$ cat src/common/axi_b_config.svh
`ifndef AXI_B_CONFIG_SVH
`define AXI_B_CONFIG_SVH

// Crossbar size
`define AXI_NUM_MST 3
`define AXI_NUM_SLV 7

// Master-side ID, and the master index the crossbar puts on top of it
`define AXI_ID_BITS 4
`define AXI_MST_BITS 2
`define AXI_IDS_BITS 6  // AXI_MST_BITS + AXI_ID_BITS

// BRESP encodings
`define AXI_RESP_BITS 2
`define AXI_RESP_OKAY 2'b00
`define AXI_RESP_EXOKAY 2'b01
`define AXI_RESP_SLVERR 2'b10
`define AXI_RESP_DECERR 2'b11

// Outstanding write bursts still waiting for a B response
`define AXI_PEND_BITS 4

`endif

$ cat src/common/axi_b_pkg.sv
`default_nettype none

package axi_b_pkg;

  `include "axi_b_config.svh"

  // One bit per slave, top bit is idle
  typedef enum logic [`AXI_NUM_SLV:0] {
    LOCK_S0 = 8'b0000_0001,
    LOCK_S1 = 8'b0000_0010,
    LOCK_S2 = 8'b0000_0100,
    LOCK_S3 = 8'b0000_1000,
    LOCK_S4 = 8'b0001_0000,
    LOCK_S5 = 8'b0010_0000,
    LOCK_S6 = 8'b0100_0000,
    LOCK_NO = 8'b1000_0000
  } b_lock_e;

  typedef enum logic [`AXI_RESP_BITS-1:0] {
    RESP_OKAY   = `AXI_RESP_OKAY,
    RESP_EXOKAY = `AXI_RESP_EXOKAY,
    RESP_SLVERR = `AXI_RESP_SLVERR,
    RESP_DECERR = `AXI_RESP_DECERR
  } b_resp_e;

  // Slave-side BID, either raw or split into master index and local ID
  typedef union packed {
    logic [`AXI_IDS_BITS-1:0] raw;
    struct packed {
      logic [`AXI_MST_BITS-1:0] mst;  // Issuing master
      logic [`AXI_ID_BITS-1:0]  id;   // Master's own AWID
    } fld;
  } b_ids_u;

endpackage

`default_nettype wire

$ cat src/hw/b_channel/b_pending_counter.sv
`default_nettype none
`timescale 1ns/1ps

`include "axi_b_config.svh"

module b_pending_counter (
  input  logic                    clk,
  input  logic                    rstn,
  input  logic [`AXI_NUM_MST-1:0] wvalid_m,
  input  logic [`AXI_NUM_MST-1:0] wready_m,
  input  logic [`AXI_NUM_MST-1:0] wlast_m,
  input  logic                    b_handshake,
  output logic                    pending
);

  logic [`AXI_PEND_BITS-1:0] count;
  logic [`AXI_PEND_BITS-1:0] count_next;
  logic [`AXI_PEND_BITS-1:0] done_cnt;   // Bursts closed this cycle
  logic [`AXI_PEND_BITS-1:0] resp_cnt;

  // Several masters may accept their last W beat in the same cycle
  always_comb begin
    done_cnt = '0;
    for (int i = 0; i < `AXI_NUM_MST; i++) begin
      if (wvalid_m[i] && wready_m[i] && wlast_m[i]) begin
        done_cnt = done_cnt + 1'b1;
      end
    end
  end

  assign resp_cnt   = {{(`AXI_PEND_BITS-1){1'b0}}, b_handshake};
  assign count_next = count + done_cnt - resp_cnt;

  always_ff @(posedge clk or negedge rstn) begin
    if (!rstn) begin
      count <= '0;
    end else begin
      count <= count_next;
    end
  end

  assign pending = (count != '0);  // Registered, one cycle behind WLAST

  // A response can only retire a burst that was counted before
  a_no_resp_when_empty: assert property (
    @(posedge clk) disable iff (!rstn)
    b_handshake |-> (count != '0)
  ) else $error("B handshake with no write burst outstanding");

endmodule

`default_nettype wire

$ cat src/hw/b_channel/b_arb_fsm.sv
`default_nettype none
`timescale 1ns/1ps

`include "axi_b_config.svh"

module b_arb_fsm (
  input  logic                    clk,
  input  logic                    rstn,
  input  logic [`AXI_NUM_SLV-1:0] bvalid_s,
  input  logic                    pending,
  input  logic                    sel_ready,
  output axi_b_pkg::b_lock_e      lock
);

  axi_b_pkg::b_lock_e lock_next;

  logic [`AXI_NUM_SLV-1:0] slv_cur;   // Slave bits of the lock
  logic [`AXI_NUM_SLV-1:0] above;     // Valid slaves after the current one
  logic [`AXI_NUM_SLV-1:0] below;     // Valid slaves before it, wrap-around

  // Isolates the lowest set bit
  function automatic logic [`AXI_NUM_SLV-1:0] first_one(
    input logic [`AXI_NUM_SLV-1:0] vec
  );
    first_one = vec & (~vec + 1'b1);
  endfunction

  assign slv_cur = lock[`AXI_NUM_SLV-1:0];
  assign above   = bvalid_s & ~((slv_cur << 1) - 1'b1);
  assign below   = bvalid_s & (slv_cur - 1'b1);

  always_comb begin
    lock_next = lock;
    if (lock == axi_b_pkg::LOCK_NO) begin
      // Leave idle by fixed priority, lowest slave first
      if (pending && (|bvalid_s)) begin
        lock_next = axi_b_pkg::b_lock_e'({1'b0, first_one(bvalid_s)});
      end
    end else if (sel_ready) begin
      if (|above) begin
        lock_next = axi_b_pkg::b_lock_e'({1'b0, first_one(above)});
      end else if (|below) begin
        lock_next = axi_b_pkg::b_lock_e'({1'b0, first_one(below)});
      end else begin
        lock_next = axi_b_pkg::LOCK_NO;  // Nobody else waiting
      end
    end
  end

  always_ff @(posedge clk or negedge rstn) begin
    if (!rstn) begin
      lock <= axi_b_pkg::LOCK_NO;
    end else begin
      lock <= lock_next;
    end
  end

  a_lock_onehot: assert property (
    @(posedge clk) disable iff (!rstn)
    $onehot(lock)
  ) else $error("B lock is not one-hot");

endmodule

`default_nettype wire

$ cat src/hw/b_channel/b_resp_mux.sv
`default_nettype none
`timescale 1ns/1ps

`include "axi_b_config.svh"

module b_resp_mux (
  input  axi_b_pkg::b_lock_e                                lock,
  input  logic [`AXI_NUM_SLV-1:0][`AXI_IDS_BITS-1:0]         bid_s,
  input  logic [`AXI_NUM_SLV-1:0][`AXI_RESP_BITS-1:0]        bresp_s,
  input  logic [`AXI_NUM_SLV-1:0]                           bvalid_s,
  input  logic                                              sel_ready,
  output logic                                              sel_valid,
  output axi_b_pkg::b_ids_u                                 sel_id,
  output axi_b_pkg::b_resp_e                                sel_resp,
  output logic [`AXI_NUM_SLV-1:0]                           bready_s
);

  always_comb begin
    // Idle defaults
    sel_valid  = 1'b0;
    sel_id.raw = '0;
    sel_resp   = axi_b_pkg::RESP_SLVERR;
    bready_s   = '0;
    for (int i = 0; i < `AXI_NUM_SLV; i++) begin
      if (lock[i]) begin
        sel_valid   = bvalid_s[i];
        sel_id.raw  = bid_s[i];
        sel_resp    = axi_b_pkg::b_resp_e'(bresp_s[i]);
        bready_s[i] = sel_ready;  // Only the locked slave sees ready
      end
    end
  end

endmodule

`default_nettype wire

$ cat src/hw/b_channel/b_master_route.sv
`default_nettype none
`timescale 1ns/1ps

`include "axi_b_config.svh"

module b_master_route (
  input  logic                                         sel_valid,
  input  axi_b_pkg::b_ids_u                            sel_id,
  input  axi_b_pkg::b_resp_e                           sel_resp,
  input  logic [`AXI_NUM_MST-1:0]                      bready_m,
  output logic [`AXI_NUM_MST-1:0][`AXI_ID_BITS-1:0]    bid_m,
  output logic [`AXI_NUM_MST-1:0][`AXI_RESP_BITS-1:0]  bresp_m,
  output logic [`AXI_NUM_MST-1:0]                      bvalid_m,
  output logic                                         sel_ready
);

  always_comb begin
    bid_m     = '0;
    bresp_m   = {`AXI_NUM_MST{axi_b_pkg::RESP_SLVERR}};
    bvalid_m  = '0;
    // No such master, so the response is taken and dropped
    sel_ready = 1'b1;
    for (int j = 0; j < `AXI_NUM_MST; j++) begin
      if (sel_id.fld.mst == j) begin
        bid_m[j]    = sel_id.fld.id;  // Master index stripped
        bresp_m[j]  = sel_resp;
        bvalid_m[j] = sel_valid;
        sel_ready   = bready_m[j];
      end
    end
  end

endmodule

`default_nettype wire

$ cat src/hw/b_channel/b_channel.sv
`default_nettype none
`timescale 1ns/1ps

`include "axi_b_config.svh"

module b_channel (
  input  logic                                         clk,
  input  logic                                         rstn,
  // Master side
  output logic [`AXI_NUM_MST-1:0][`AXI_ID_BITS-1:0]    bid_m,
  output logic [`AXI_NUM_MST-1:0][`AXI_RESP_BITS-1:0]  bresp_m,
  output logic [`AXI_NUM_MST-1:0]                      bvalid_m,
  input  logic [`AXI_NUM_MST-1:0]                      bready_m,
  input  logic [`AXI_NUM_MST-1:0]                      wvalid_m,
  input  logic [`AXI_NUM_MST-1:0]                      wready_m,
  input  logic [`AXI_NUM_MST-1:0]                      wlast_m,
  // Slave side
  input  logic [`AXI_NUM_SLV-1:0][`AXI_IDS_BITS-1:0]    bid_s,
  input  logic [`AXI_NUM_SLV-1:0][`AXI_RESP_BITS-1:0]   bresp_s,
  input  logic [`AXI_NUM_SLV-1:0]                      bvalid_s,
  output logic [`AXI_NUM_SLV-1:0]                      bready_s
);

  logic               pending;
  logic               b_handshake;
  axi_b_pkg::b_lock_e lock;
  logic               sel_valid;
  logic               sel_ready;
  axi_b_pkg::b_ids_u  sel_id;
  axi_b_pkg::b_resp_e sel_resp;

  assign b_handshake = sel_valid & sel_ready;  // Response delivered or dropped

  b_pending_counter u_pending_counter (
    .clk         (clk),
    .rstn        (rstn),
    .wvalid_m    (wvalid_m),
    .wready_m    (wready_m),
    .wlast_m     (wlast_m),
    .b_handshake (b_handshake),
    .pending     (pending)
  );

  b_arb_fsm u_arb_fsm (
    .clk       (clk),
    .rstn      (rstn),
    .bvalid_s  (bvalid_s),
    .pending   (pending),
    .sel_ready (sel_ready),
    .lock      (lock)
  );

  b_resp_mux u_resp_mux (
    .lock      (lock),
    .bid_s     (bid_s),
    .bresp_s   (bresp_s),
    .bvalid_s  (bvalid_s),
    .sel_ready (sel_ready),
    .sel_valid (sel_valid),
    .sel_id    (sel_id),
    .sel_resp  (sel_resp),
    .bready_s  (bready_s)
  );

  b_master_route u_master_route (
    .sel_valid (sel_valid),
    .sel_id    (sel_id),
    .sel_resp  (sel_resp),
    .bready_m  (bready_m),
    .bid_m     (bid_m),
    .bresp_m   (bresp_m),
    .bvalid_m  (bvalid_m),
    .sel_ready (sel_ready)
  );

endmodule

`default_nettype wire

$ cat config.mk
export PLATFORM = sky130hd
export DESIGN_NAME = b_channel
export DESIGN_NICKNAME = d
export VERILOG_FILES = /design/src/common/axi_b_pkg.sv /design/src/hw/b_channel/b_pending_counter.sv /design/src/hw/b_channel/b_arb_fsm.sv /design/src/hw/b_channel/b_resp_mux.sv /design/src/hw/b_channel/b_master_route.sv /design/src/hw/b_channel/b_channel.sv
export VERILOG_INCLUDE_DIRS = /design/src /design/src/common
export SDC_FILE = /design/constraint.sdc
export NUM_CORES = 1
export LEC_CHECK = 0
export ABC_AREA = 1
export BUFFER_PORTS_ARGS = -buffer_cell sky130_fd_sc_hd__buf_2
export CAP_MARGIN = 20
export CORE_AREA = 5 5 81 97
export CTS_CLUSTER_SIZE = 25
export DETAILED_ROUTE_END_ITERATION = 8
export DIE_AREA = 0 0 86 102
export MAX_ROUTING_LAYER = met4
export RECOVER_POWER = 25
export SETUP_SLACK_MARGIN = 0.02
export SLEW_MARGIN = 20
export SYNTH_ARGS = -nofsm -noshare
export SYNTH_HDL_FRONTEND = slang
export SYNTH_SLANG_ARGS = --single-unit
export TNS_END_PERCENT = 5
$ cat constraint.sdc
create_clock -name clk -period 3.61 [get_ports clk]
set_input_delay 0.722 -clock clk [delete_from_list [all_inputs] [get_ports clk]]
set_output_delay 0.722 -clock clk [all_outputs]
set_load 0.02 [all_outputs]
==> results of run 1 <==
[through the flow]
step	total power [mW]	area, sq um	worst slack (ns)
floorplan	1.47	1970	0.870
global placement	1.88	2540	0.604
detailed placement	1.90	2540	0.502
CTS	2.06	2590	0.600
global route	2.27	2590	0.252
finish	2.04	2590	0.523
[worst max path at each step]
| stage | start | endpoint | slack (ns) | cells past startpoint |
|---|---|---|---|---|
| 2_1_floorplan | bid_s[29] | u_pending_counter.count[2] | 0.87 | 15 |
| 3_3_place_gp | bid_s[29] | u_pending_counter.count[2] | 0.60 | 16 |
| 3_5_place_dp | bid_s[29] | u_pending_counter.count[2] | 0.50 | 16 |
| 4_1_cts | u_arb_fsm.lock[5] | u_pending_counter.count[2] | 0.60 | 15 |
| 5_1_grt | u_arb_fsm.lock[1] | u_pending_counter.count[2] | 0.25 | 16 |
| 6_report | u_arb_fsm.lock[1] | u_pending_counter.count[2] | 0.52 | 16 |
[flip-flops by register name, summed over array words and instances (netlist names)]
register                 cells
u_pending_counter.count      4
u_arb_fsm.lock               8
[Yosys cell counts, types with 2 or more instances]
cell / number
o211ai_1: 7
a21oi_1: 21
ha_1: 10
nand3_2: 4
buf_6: 4
nand2_4: 2
a22oi_1: 2
clkbuf_1: 2
a31oi_1: 3
nand2_2: 6
nand4_4: 2
inv_1: 35
nor3_1: 3
o22ai_1: 2
buf_2: 4
inv_2: 6
nand4_1: 2
o21ai_0: 21
nor2_1: 54
nand3_1: 35
nand2_1: 83
dfrtp_1: 11
xor2_1: 6
nor2_2: 3
[layer usage]
layer  track usage (%)  up-vias  routed length [um]
met5                 -        -                   0
met4              2.31        0                  51
met3              2.82        6                 534
met2              28.4      100                3390
met1              18.4     1103                2820
li1                  -     1309                   -
[cell families after synthesis]
logic type	share of synthesized area (%)
compound gates	16.9
buf+inv	12.2
fa+ha+maj	7.36
flops	15.3
simple gates	45.1
xor+xnor	3.11
[where the power goes]
| group | total (mW) | internal, mW | switching (mW) | leakage [nW] |
|---|---|---|---|---|
| clock network | 0.143 | 0.0961 | 0.0471 | 0.0288 |
| registers | 0.253 | 0.189 | 0.0638 | 0.151 |
| logic | 1.64 | 0.552 | 1.09 | 1.34 |
| total | 2.04 | 0.838 | 1.20 | 1.52 |
[final cells by class]
class	instances	share of cell area, %
multi-input cells	273	55.2
repair buffers	105	20.3
flip-flops and latches	12	11.6
inverters	43	6.47
well taps	87	4.20
clock buffers	4	2.12
==> impl_metrics.yaml, run 1 <==
synth:
  synth.distinct_cells: 34
  synth_edf_count: 0
  yosysTopAreaCell: "nand2_1"
  synth_nets: 426
  synth-async-reset-ratio_pct: 100
  synth_flop_cell: "dfrtp_1"
  ys_ff_latch: 12
  syn_area_sq_um: 1970
  syn_inst: 338
  synth_area_leaders: "nand2_1 (16%), dfrtp_1 (14%), nor2_1 (10%)"
  synth_top_area_share_pct: 15.8
  synth-seq-area-share_pct: 15.3
  syn_area_per_cell_sq_um: 5.84
  synth-warning-count: 0
placed_design:
  globalplace.congestion: 0.921
  place.port_buffers: 104
  dp.cells: 520
  dpl.hpwl_um: 5840
routing:
  via_per_inst: 4.81
  drtAntennaViolNets: 0
  vias: 2518
  drt_iter0_drc: 119
  drt_pre_antenna_iters: 4
  routedWlPerCell_um: 13.0
  drc: 0
  wl_um: 6790
setup_path:
  crit_family: "simple AND/OR/NAND/NOR gates"
  cp-start-kind: "flop"
  reg2reg_from: "u_arb_fsm.lock[1]"
  cp.required_ns: 3.73
  worstSetupPathType: "flop to flop"
  crit_chain: "inv_1 > nand3_1 > nand2_1 > nand2_1 > nand2_2 > nand2_2 > nand2_2 > nor2_2 > nand2_2 > nand3_2 > nor2_1 > ha_1 > inv_1 > ha_1 > fa_1 > xor2_1"
  crit_top_cell: "nand2_2"
  cp_num_buf_inv: 2
  cp_max_fo: 13
  critPathArrivalTime_ns: 3.21
  max_stage_delay_ns: 0.54
  worst_setup_path_end_kind: "flop"
  crit_path_top_delay_cell: "dfrtp_1"
  rrSetupSlack_ns: 0.52
  reg2regPathDepth: 16
  rr_endpoint: "u_pending_counter.count[2]"
clock_tree:
  path_clk_slew_ns: 0.05
  post_cts_buffers: 0
  clock-sinks: 12
  cts_tree: "done"
  cts_max_level: 1
  cts_buffer_depth: 2
  cts_buffers: 3
  cts-hold-fix-buffers: 0
  clock_latency_ns: 0.24
  post_cts_resized: 0
  cts_root_buf: "clkbuf_8"
layout:
  final_cell_mix: "buf_2 (103), nand2_1 (83), nor2_1 (54)"
  layout.cells.non_filler: 524
  regArea_sq_um: 302
  antennaDiodeCount: 0
  nNetsFinal: 526
  layout_commonest_cell: "buf_2"
  multi_input_area_sq_um: 1430
  area_growth_pct: 31.3
  finalCoreUtilization_pct: 38.0
  final_layout_size_suffix_gt1_share_pct: 30.9
  fill_cells: 781
power_and_ir_drop:
  power_density_nw_per_um2: 786
  ir_drop_v: 0.000398
  p_leak_nw: 1.52
timing:
  finalCriticalPeriod_ns: 3.09
  relSlewSlack_pct: 55.5
  rsz0062_at_grt: "false"
  fin_crit_sh_pct: 85.5
  tightest_slew_ns: 0.667
  tns_ns: 0
  fmax_mhz: 324
  holdWs_ns: 0.491
  drv_slew: 0
  finClkSkew_ns: 0.00286
  final-setup-viol-count: 0
  hold_viol_final: 0
global_route:
  gr-total-overflow: 0
  grt.total_usage_pct: 15.7
  grt_pass1_vias: 2404
  antenna_found_initial: 0
  grt_pass1_wl_um: 10900
  grt_max_degree: 16
floorplan:
  dieArea_sq_um: 8770
  initial_core_util_pct: 29.0
  rows: 33
  core_area_sq_um: 6810
  io_pins: 105
  fp.dieH_um: 102
  die_x_um: 86
run:
  maxCapViolCount: 0
outcome:
  status: "finished, final reports clean"
worst_hold_path:
  hold_class: "input pin to async pin"
No activity file was read; power rests on OpenSTA's default activity.
==> run 2: changes to the inputs <==
Clock period 3.61 ns to 3 ns, I/O delays scaled along.
==> impl_metrics.yaml, run 2 (same netlist as run 1, synthesis figures left out) <==
run:
  maxCapViolCount: 0
routing:
  drtAntennaViolNets: 0
  drt_iter0_drc: 71
  routedWlPerCell_um: 13.0
  via_per_inst: 4.75
  wl_um: 6900
  drt_pre_antenna_iters: 4
  drc: 0
  vias: 2513
clock_tree:
  cts_root_buf: "clkbuf_8"
  clock_latency_ns: 0.23
  path_clk_slew_ns: 0.05
  cts_max_level: 1
  post_cts_resized: 0
  post_cts_buffers: 0
  cts_tree: "done"
  cts_buffers: 3
  cts-hold-fix-buffers: 0
  cts_buffer_depth: 2
  clock-sinks: 12
timing:
  fin_crit_sh_pct: 91.2
  finalCriticalPeriod_ns: 2.74
  fmax_mhz: 365
  finClkSkew_ns: 0.00200
  drv_slew: 0
  tightest_slew_ns: 0.653
  tns_ns: 0
  worst_slack_ns: 0.263
  relSlewSlack_pct: 56.5
  hold_viol_final: 0
  rsz0062_at_grt: "false"
  final-setup-viol-count: 0
power_and_ir_drop:
  p_leak_nw: 1.54
  power_density_nw_per_um2: 950
  ir_drop_v: 0.000486
floorplan:
  io_pins: 105
  die_x_um: 86
  core_area_sq_um: 6810
  fp.dieH_um: 102
  rows: 33
  initial_core_util_pct: 29.0
  dieArea_sq_um: 8770
outcome:
  status: "finished, final reports clean"
setup_path:
  worstSetupPathType: "flop to flop"
  critPathArrivalTime_ns: 2.85
  cp-start-kind: "flop"
  worst_setup_path_end_kind: "flop"
  cp.required_ns: 3.11
  cp_max_fo: 15
placed_design:
  place.port_buffers: 104
  pre_cts_ws_ns: 0.189
  globalplace.congestion: 0.887
  dpl.hpwl_um: 5890
layout:
  regMostFlops: "u_arb_fsm.lock"
  final_layout_size_suffix_gt1_share_pct: 31.7
  nNetsFinal: 531
  antennaDiodeCount: 0
  final_cell_mix: "buf_2 (103), nand2_1 (83), nor2_1 (54)"
  area_growth_pct: 33.0
  top_regs: "u_arb_fsm.lock: 8 flops, u_pending_counter.count: 4 flops"
  layout_commonest_cell: "buf_2"
  largest_register_ffs: 8
global_route:
  gr-total-overflow: 0
  grt_pass1_wl_um: 10900
  grt_pass1_vias: 2467
  grt_max_degree: 16
  antenna_found_initial: 0
  grt.total_usage_pct: 15.7
worst_hold_path:
  hold_class: "input pin to async pin"
==> run 2: worst paths after layout <==
path,from,end,slack (ns),cells past startpoint
setup / recovery,u_arb_fsm.lock[3],u_pending_counter.count[2],0.26,15
max in group asynchronous,rstn,u_pending_counter.count[0],2.22,1
min in group clk,u_arb_fsm.lock[7],u_arb_fsm.lock[7],0.52,2
hold / removal,rstn,u_pending_counter.count[2],0.37,1
setup reg to reg,u_arb_fsm.lock[3],u_pending_counter.count[2],0.26,15
hold reg to reg,u_arb_fsm.lock[7],u_arb_fsm.lock[7],0.52,2
==> run 2: worst max-delay path, cell delays in order, from the launching register on <==
cell and delay [ns]:
dfrtp_1 0.44, inv_2 0.23, nor2_2 0.06, a21oi_1 0.16, nand2_2 0.10, nand2_2 0.06, nand2_2 0.08, nor2_2 0.18
nand2_2 0.10, nand3_2 0.07, nor2_1 0.05, ha_1 0.27, inv_1 0.04, ha_1 0.21, fa_1 0.38, xor2_1 0.17
==> run 2: cell type report <==
cell class,instances,area [sq um]
clock buffer,4,55.1
sequential,12,302
tap,87,109
multi-input combinational,273,1430
timing repair buffer,110,561
fill,792,4190
inverter,43,168
==> run 2: per-layer routing <==
metal	GRT usage, %	vias to the layer above	part of all wire [%]
met5	-	-	0
met4	2.44	0	0.25
met3	2.66	2	8.7
li1	-	1310	-
met1	17.9	1088	41
met2	29.2	113	50
==> run 2: per-stage QoR <==
stage	total power, mW	area, sq um	instances	hold slack, ns	util, %
floorplan	1.77	1970	338	0.304	-
global route	2.77	2630	529	0.429	38.5
CTS	2.51	2630	529	0.241	38.6
detailed placement	2.33	2570	525	0.493	37.8
global placement	2.30	2570	525	0.496	37.8
finish	2.49	2630	529	0.366	38.5
==> run 2: power by group <==
| part | internal [mW] | total [mW] | leakage [nW] | switching (mW) |
|---|---|---|---|---|
| clock | 0.116 | 0.171 | 0.0288 | 0.0553 |
| sequential | 0.228 | 0.288 | 0.151 | 0.0606 |
| combinational | 0.698 | 2.03 | 1.36 | 1.34 |
==> run 3: changes to the inputs <==
Settings changed: ABC_AREA 1 to default, CORE_AREA 5 5 81 97 to 5 5 81 98, DIE_AREA 0 0 86 102 to 0 0 86 103.
==> impl_metrics.yaml, run 3 <==
setup_path:
  max_stage_delay_ns: 0.52
  critPathLaunch: "u_arb_fsm.lock[2]"
  worst_setup_path_end_kind: "output pin"
  cp_max_fo: 8
  rr_endpoint: "u_pending_counter.count[1]"
  rrSetupSlack_ns: 0.11
  cp.required_ns: 2.40
  cp-start-kind: "flop"
  worstSetupPathType: "flop to output pin"
  critPathArrivalTime_ns: 2.35
  crit_chain: "nor2b_4 > or4_4 > o211a_4 > o221ai_4 > nand2_2 > buf_6 > nor2_4 > buf_6"
  reg2regPathDepth: 10
  reg2reg_from: "u_arb_fsm.lock[2]"
  crit_top_cell: "buf_6"
  crit_path_end: "bready_s[0]"
  crit_path_top_delay_cell: "or4_4"
global_route:
  antenna_found_initial: 0
  grt_max_degree: 26
  gr-total-overflow: 0
  gr-usage-met1_pct: 19.9
  met2_usage_pct: 28.5
  grt_pass1_wl_um: 11500
  grt.total_usage_pct: 16.5
  use_met3_pct: 2.32
  grt_pass1_vias: 2387
  grt_busiest_layer: "met2"
clock_tree:
  cts-hold-fix-buffers: 0
  cts_tree: "done"
  clock-sinks: 12
  path_clk_slew_ns: 0.05
  cts_buffers: 3
  cts_root_buf: "clkbuf_8"
  cts_max_level: 1
  clock_latency_ns: 0.24
  cts_buffer_depth: 2
worst_hold_path:
  hold_class: "input pin to async pin"
routing:
  drc: 0
  wl_um: 7610
  via_per_inst: 5.17
  drt_pre_antenna_iters: 5
  routedWlPerCell_um: 15.6
  vias: 2511
  drt_iter0_drc: 116
  drtAntennaViolNets: 0
timing:
  finalCriticalPeriod_ns: 2.95
  tightest_slew_ns: 0.680
  fmax_mhz: 339
  finClkSkew_ns: 0.00225
  rsz0062_at_grt: "true"
  relSlewSlack_pct: 54.7
  hold_viol_final: 0
  fin_crit_sh_pct: 98.4
  drv_slew: 0
  final-setup-viol-count: 0
  holdWs_ns: 0.375
  worst_slack_ns: 0.0489
placed_design:
  dp.cells: 475
  pre_cts_ws_ns: -0.0945
  globalplace.congestion: 0.927
  dpl.hpwl_um: 6150
  place.port_buffers: 104
layout:
  final_layout_size_suffix_gt1_share_pct: 45.5
  regMostFlops: "u_arb_fsm.lock"
  area_growth_pct: 51.6
  multi_input_area_sq_um: 1650
  antennaDiodeCount: 0
  layout_commonest_cell: "buf_2"
  final_cell_mix: "buf_2 (98), buf_4 (31), nand2_1 (30)"
  nNetsFinal: 485
  largest_register_ffs: 8
  layout.cells.non_filler: 486
  top_regs: "u_arb_fsm.lock: 8 flops, u_pending_counter.count: 4 flops"
  regArea_sq_um: 304
  fill_cells: 714
synth:
  syn_inst: 270
  yosysMostFrequentCell: "nand2_1"
  synth_top_area_share_pct: 13.9
  synth-warning-count: 0
  synth-seq-area-share_pct: 15.2
  synth_area_leaders: "dfrtp_1 (14%), nand2_1 (6.4%), ha_1 (6.3%)"
  syn_area_per_cell_sq_um: 7.34
  synth-async-reset-ratio_pct: 100
  synth_flop_cell: "dfrtp_1"
  synthTopCellsByCount: "nand2_1 (34), nor2_1 (30), inv_1 (21)"
  synth.distinct_cells: 63
  yosysTopAreaCell: "dfrtp_1"
  synth_edf_count: 0
  ys_ff_latch: 12
  syn_area_sq_um: 1980
  synth_nets: 358
floorplan:
  initial_core_util_pct: 28.2
  die_x_um: 86
  dieArea_sq_um: 8860
  io_pins: 105
  fp.dieH_um: 103
  core_area_sq_um: 7020
  rows: 34
run:
  maxCapViolCount: 0
outcome:
  status: "finished, final reports clean"
power_and_ir_drop:
  ir_drop_v: 0.000613
  power_density_nw_per_um2: 1240
  p_leak_nw: 1.49
run 3: worst max-delay path, delay by kind of cell, from the launching register on:
family                 cells  cell delay [ns]
buffers and inverters      2             0.27
DFF                        1             0.49
and+or+nand+nor            4             0.86
AOI/OAI and AO/OA          2             0.49
run 3: cells by family (layout without fill, tap and decap cells):
family                     count (synthesis)  after routing  share of synthesized area (%)
DFF                                       12             12                           15.2
and+or+nand+nor                          110            110                           27.4
AOI/OAI and AO/OA                         82             82                           33.2
adders and majority gates                 11             11                           7.33
buffers and inverters                     37            163                           7.64
xor gates and xnor gates                   6              6                           2.65
muxes                                     12             12                           6.63
run 3: layout make-up:
| class | instances | area share, % |
|---|---|---|
| tap | 90 | 3.75 |
| sequential | 12 | 10.1 |
| inverter | 23 | 3.00 |
| clock buffer | 4 | 1.83 |
| multi-input combinational | 221 | 54.8 |
| timing repair buffer | 136 | 26.5 |
run 3: how the worst min path moves through the flow:
| stage | from | endpoint | slack [ns] | cells past startpoint |
|---|---|---|---|---|
| floorplan | rstn | u_arb_fsm.lock[0] | 0.30 | 0 |
| global placement | u_arb_fsm.lock[7] | u_arb_fsm.lock[7] | 0.47 | 2 |
| detailed placement | u_arb_fsm.lock[7] | u_arb_fsm.lock[7] | 0.47 | 2 |
| CTS | rstn | u_pending_counter.count[0] | 0.24 | 1 |
| global route | rstn | u_pending_counter.count[0] | 0.43 | 1 |
| finish | rstn | u_pending_counter.count[0] | 0.37 | 1 |
run 3: report_power, final:
group / internal (mW) / switching, mW / total [mW]
Combinational: 1.41 / 1.83 / 3.24
Clock: 0.116 / 0.0577 / 0.173
Sequential: 0.248 / 0.0668 / 0.314
Total: 1.77 / 1.96 / 3.72
run 3: through the flow:
| step | power (mW) | util, % | setup TNS, ns | instance area (sq um) |
|---|---|---|---|---|
| detailed placement | 3.20 | 39.3 | -0.229 | 2760 |
| finish | 3.72 | 42.8 | 0 | 3000 |
| floorplan | 2.30 | - | -0.0503 | 2010 |
| global route | 4.01 | 42.8 | -0.182 | 3000 |
| CTS | 3.40 | 40.2 | -0.0184 | 2820 |
| global placement | 3.16 | 39.3 | -0.0166 | 2760 |
run 3: what timing repair did:
item                                    CTS  global route
gates resized for setup                   3            36
endpoints found under the setup margin   13            27
cloned                                    0             0
pin swaps                                 0            10
setup buffers                             0             7
run 3: layer usage:
metal	wire length [um]	share of wire [%]
met3	591	7.8
met1	3190	42
met5	0	0
met4	131	1.7
met2	3700	49
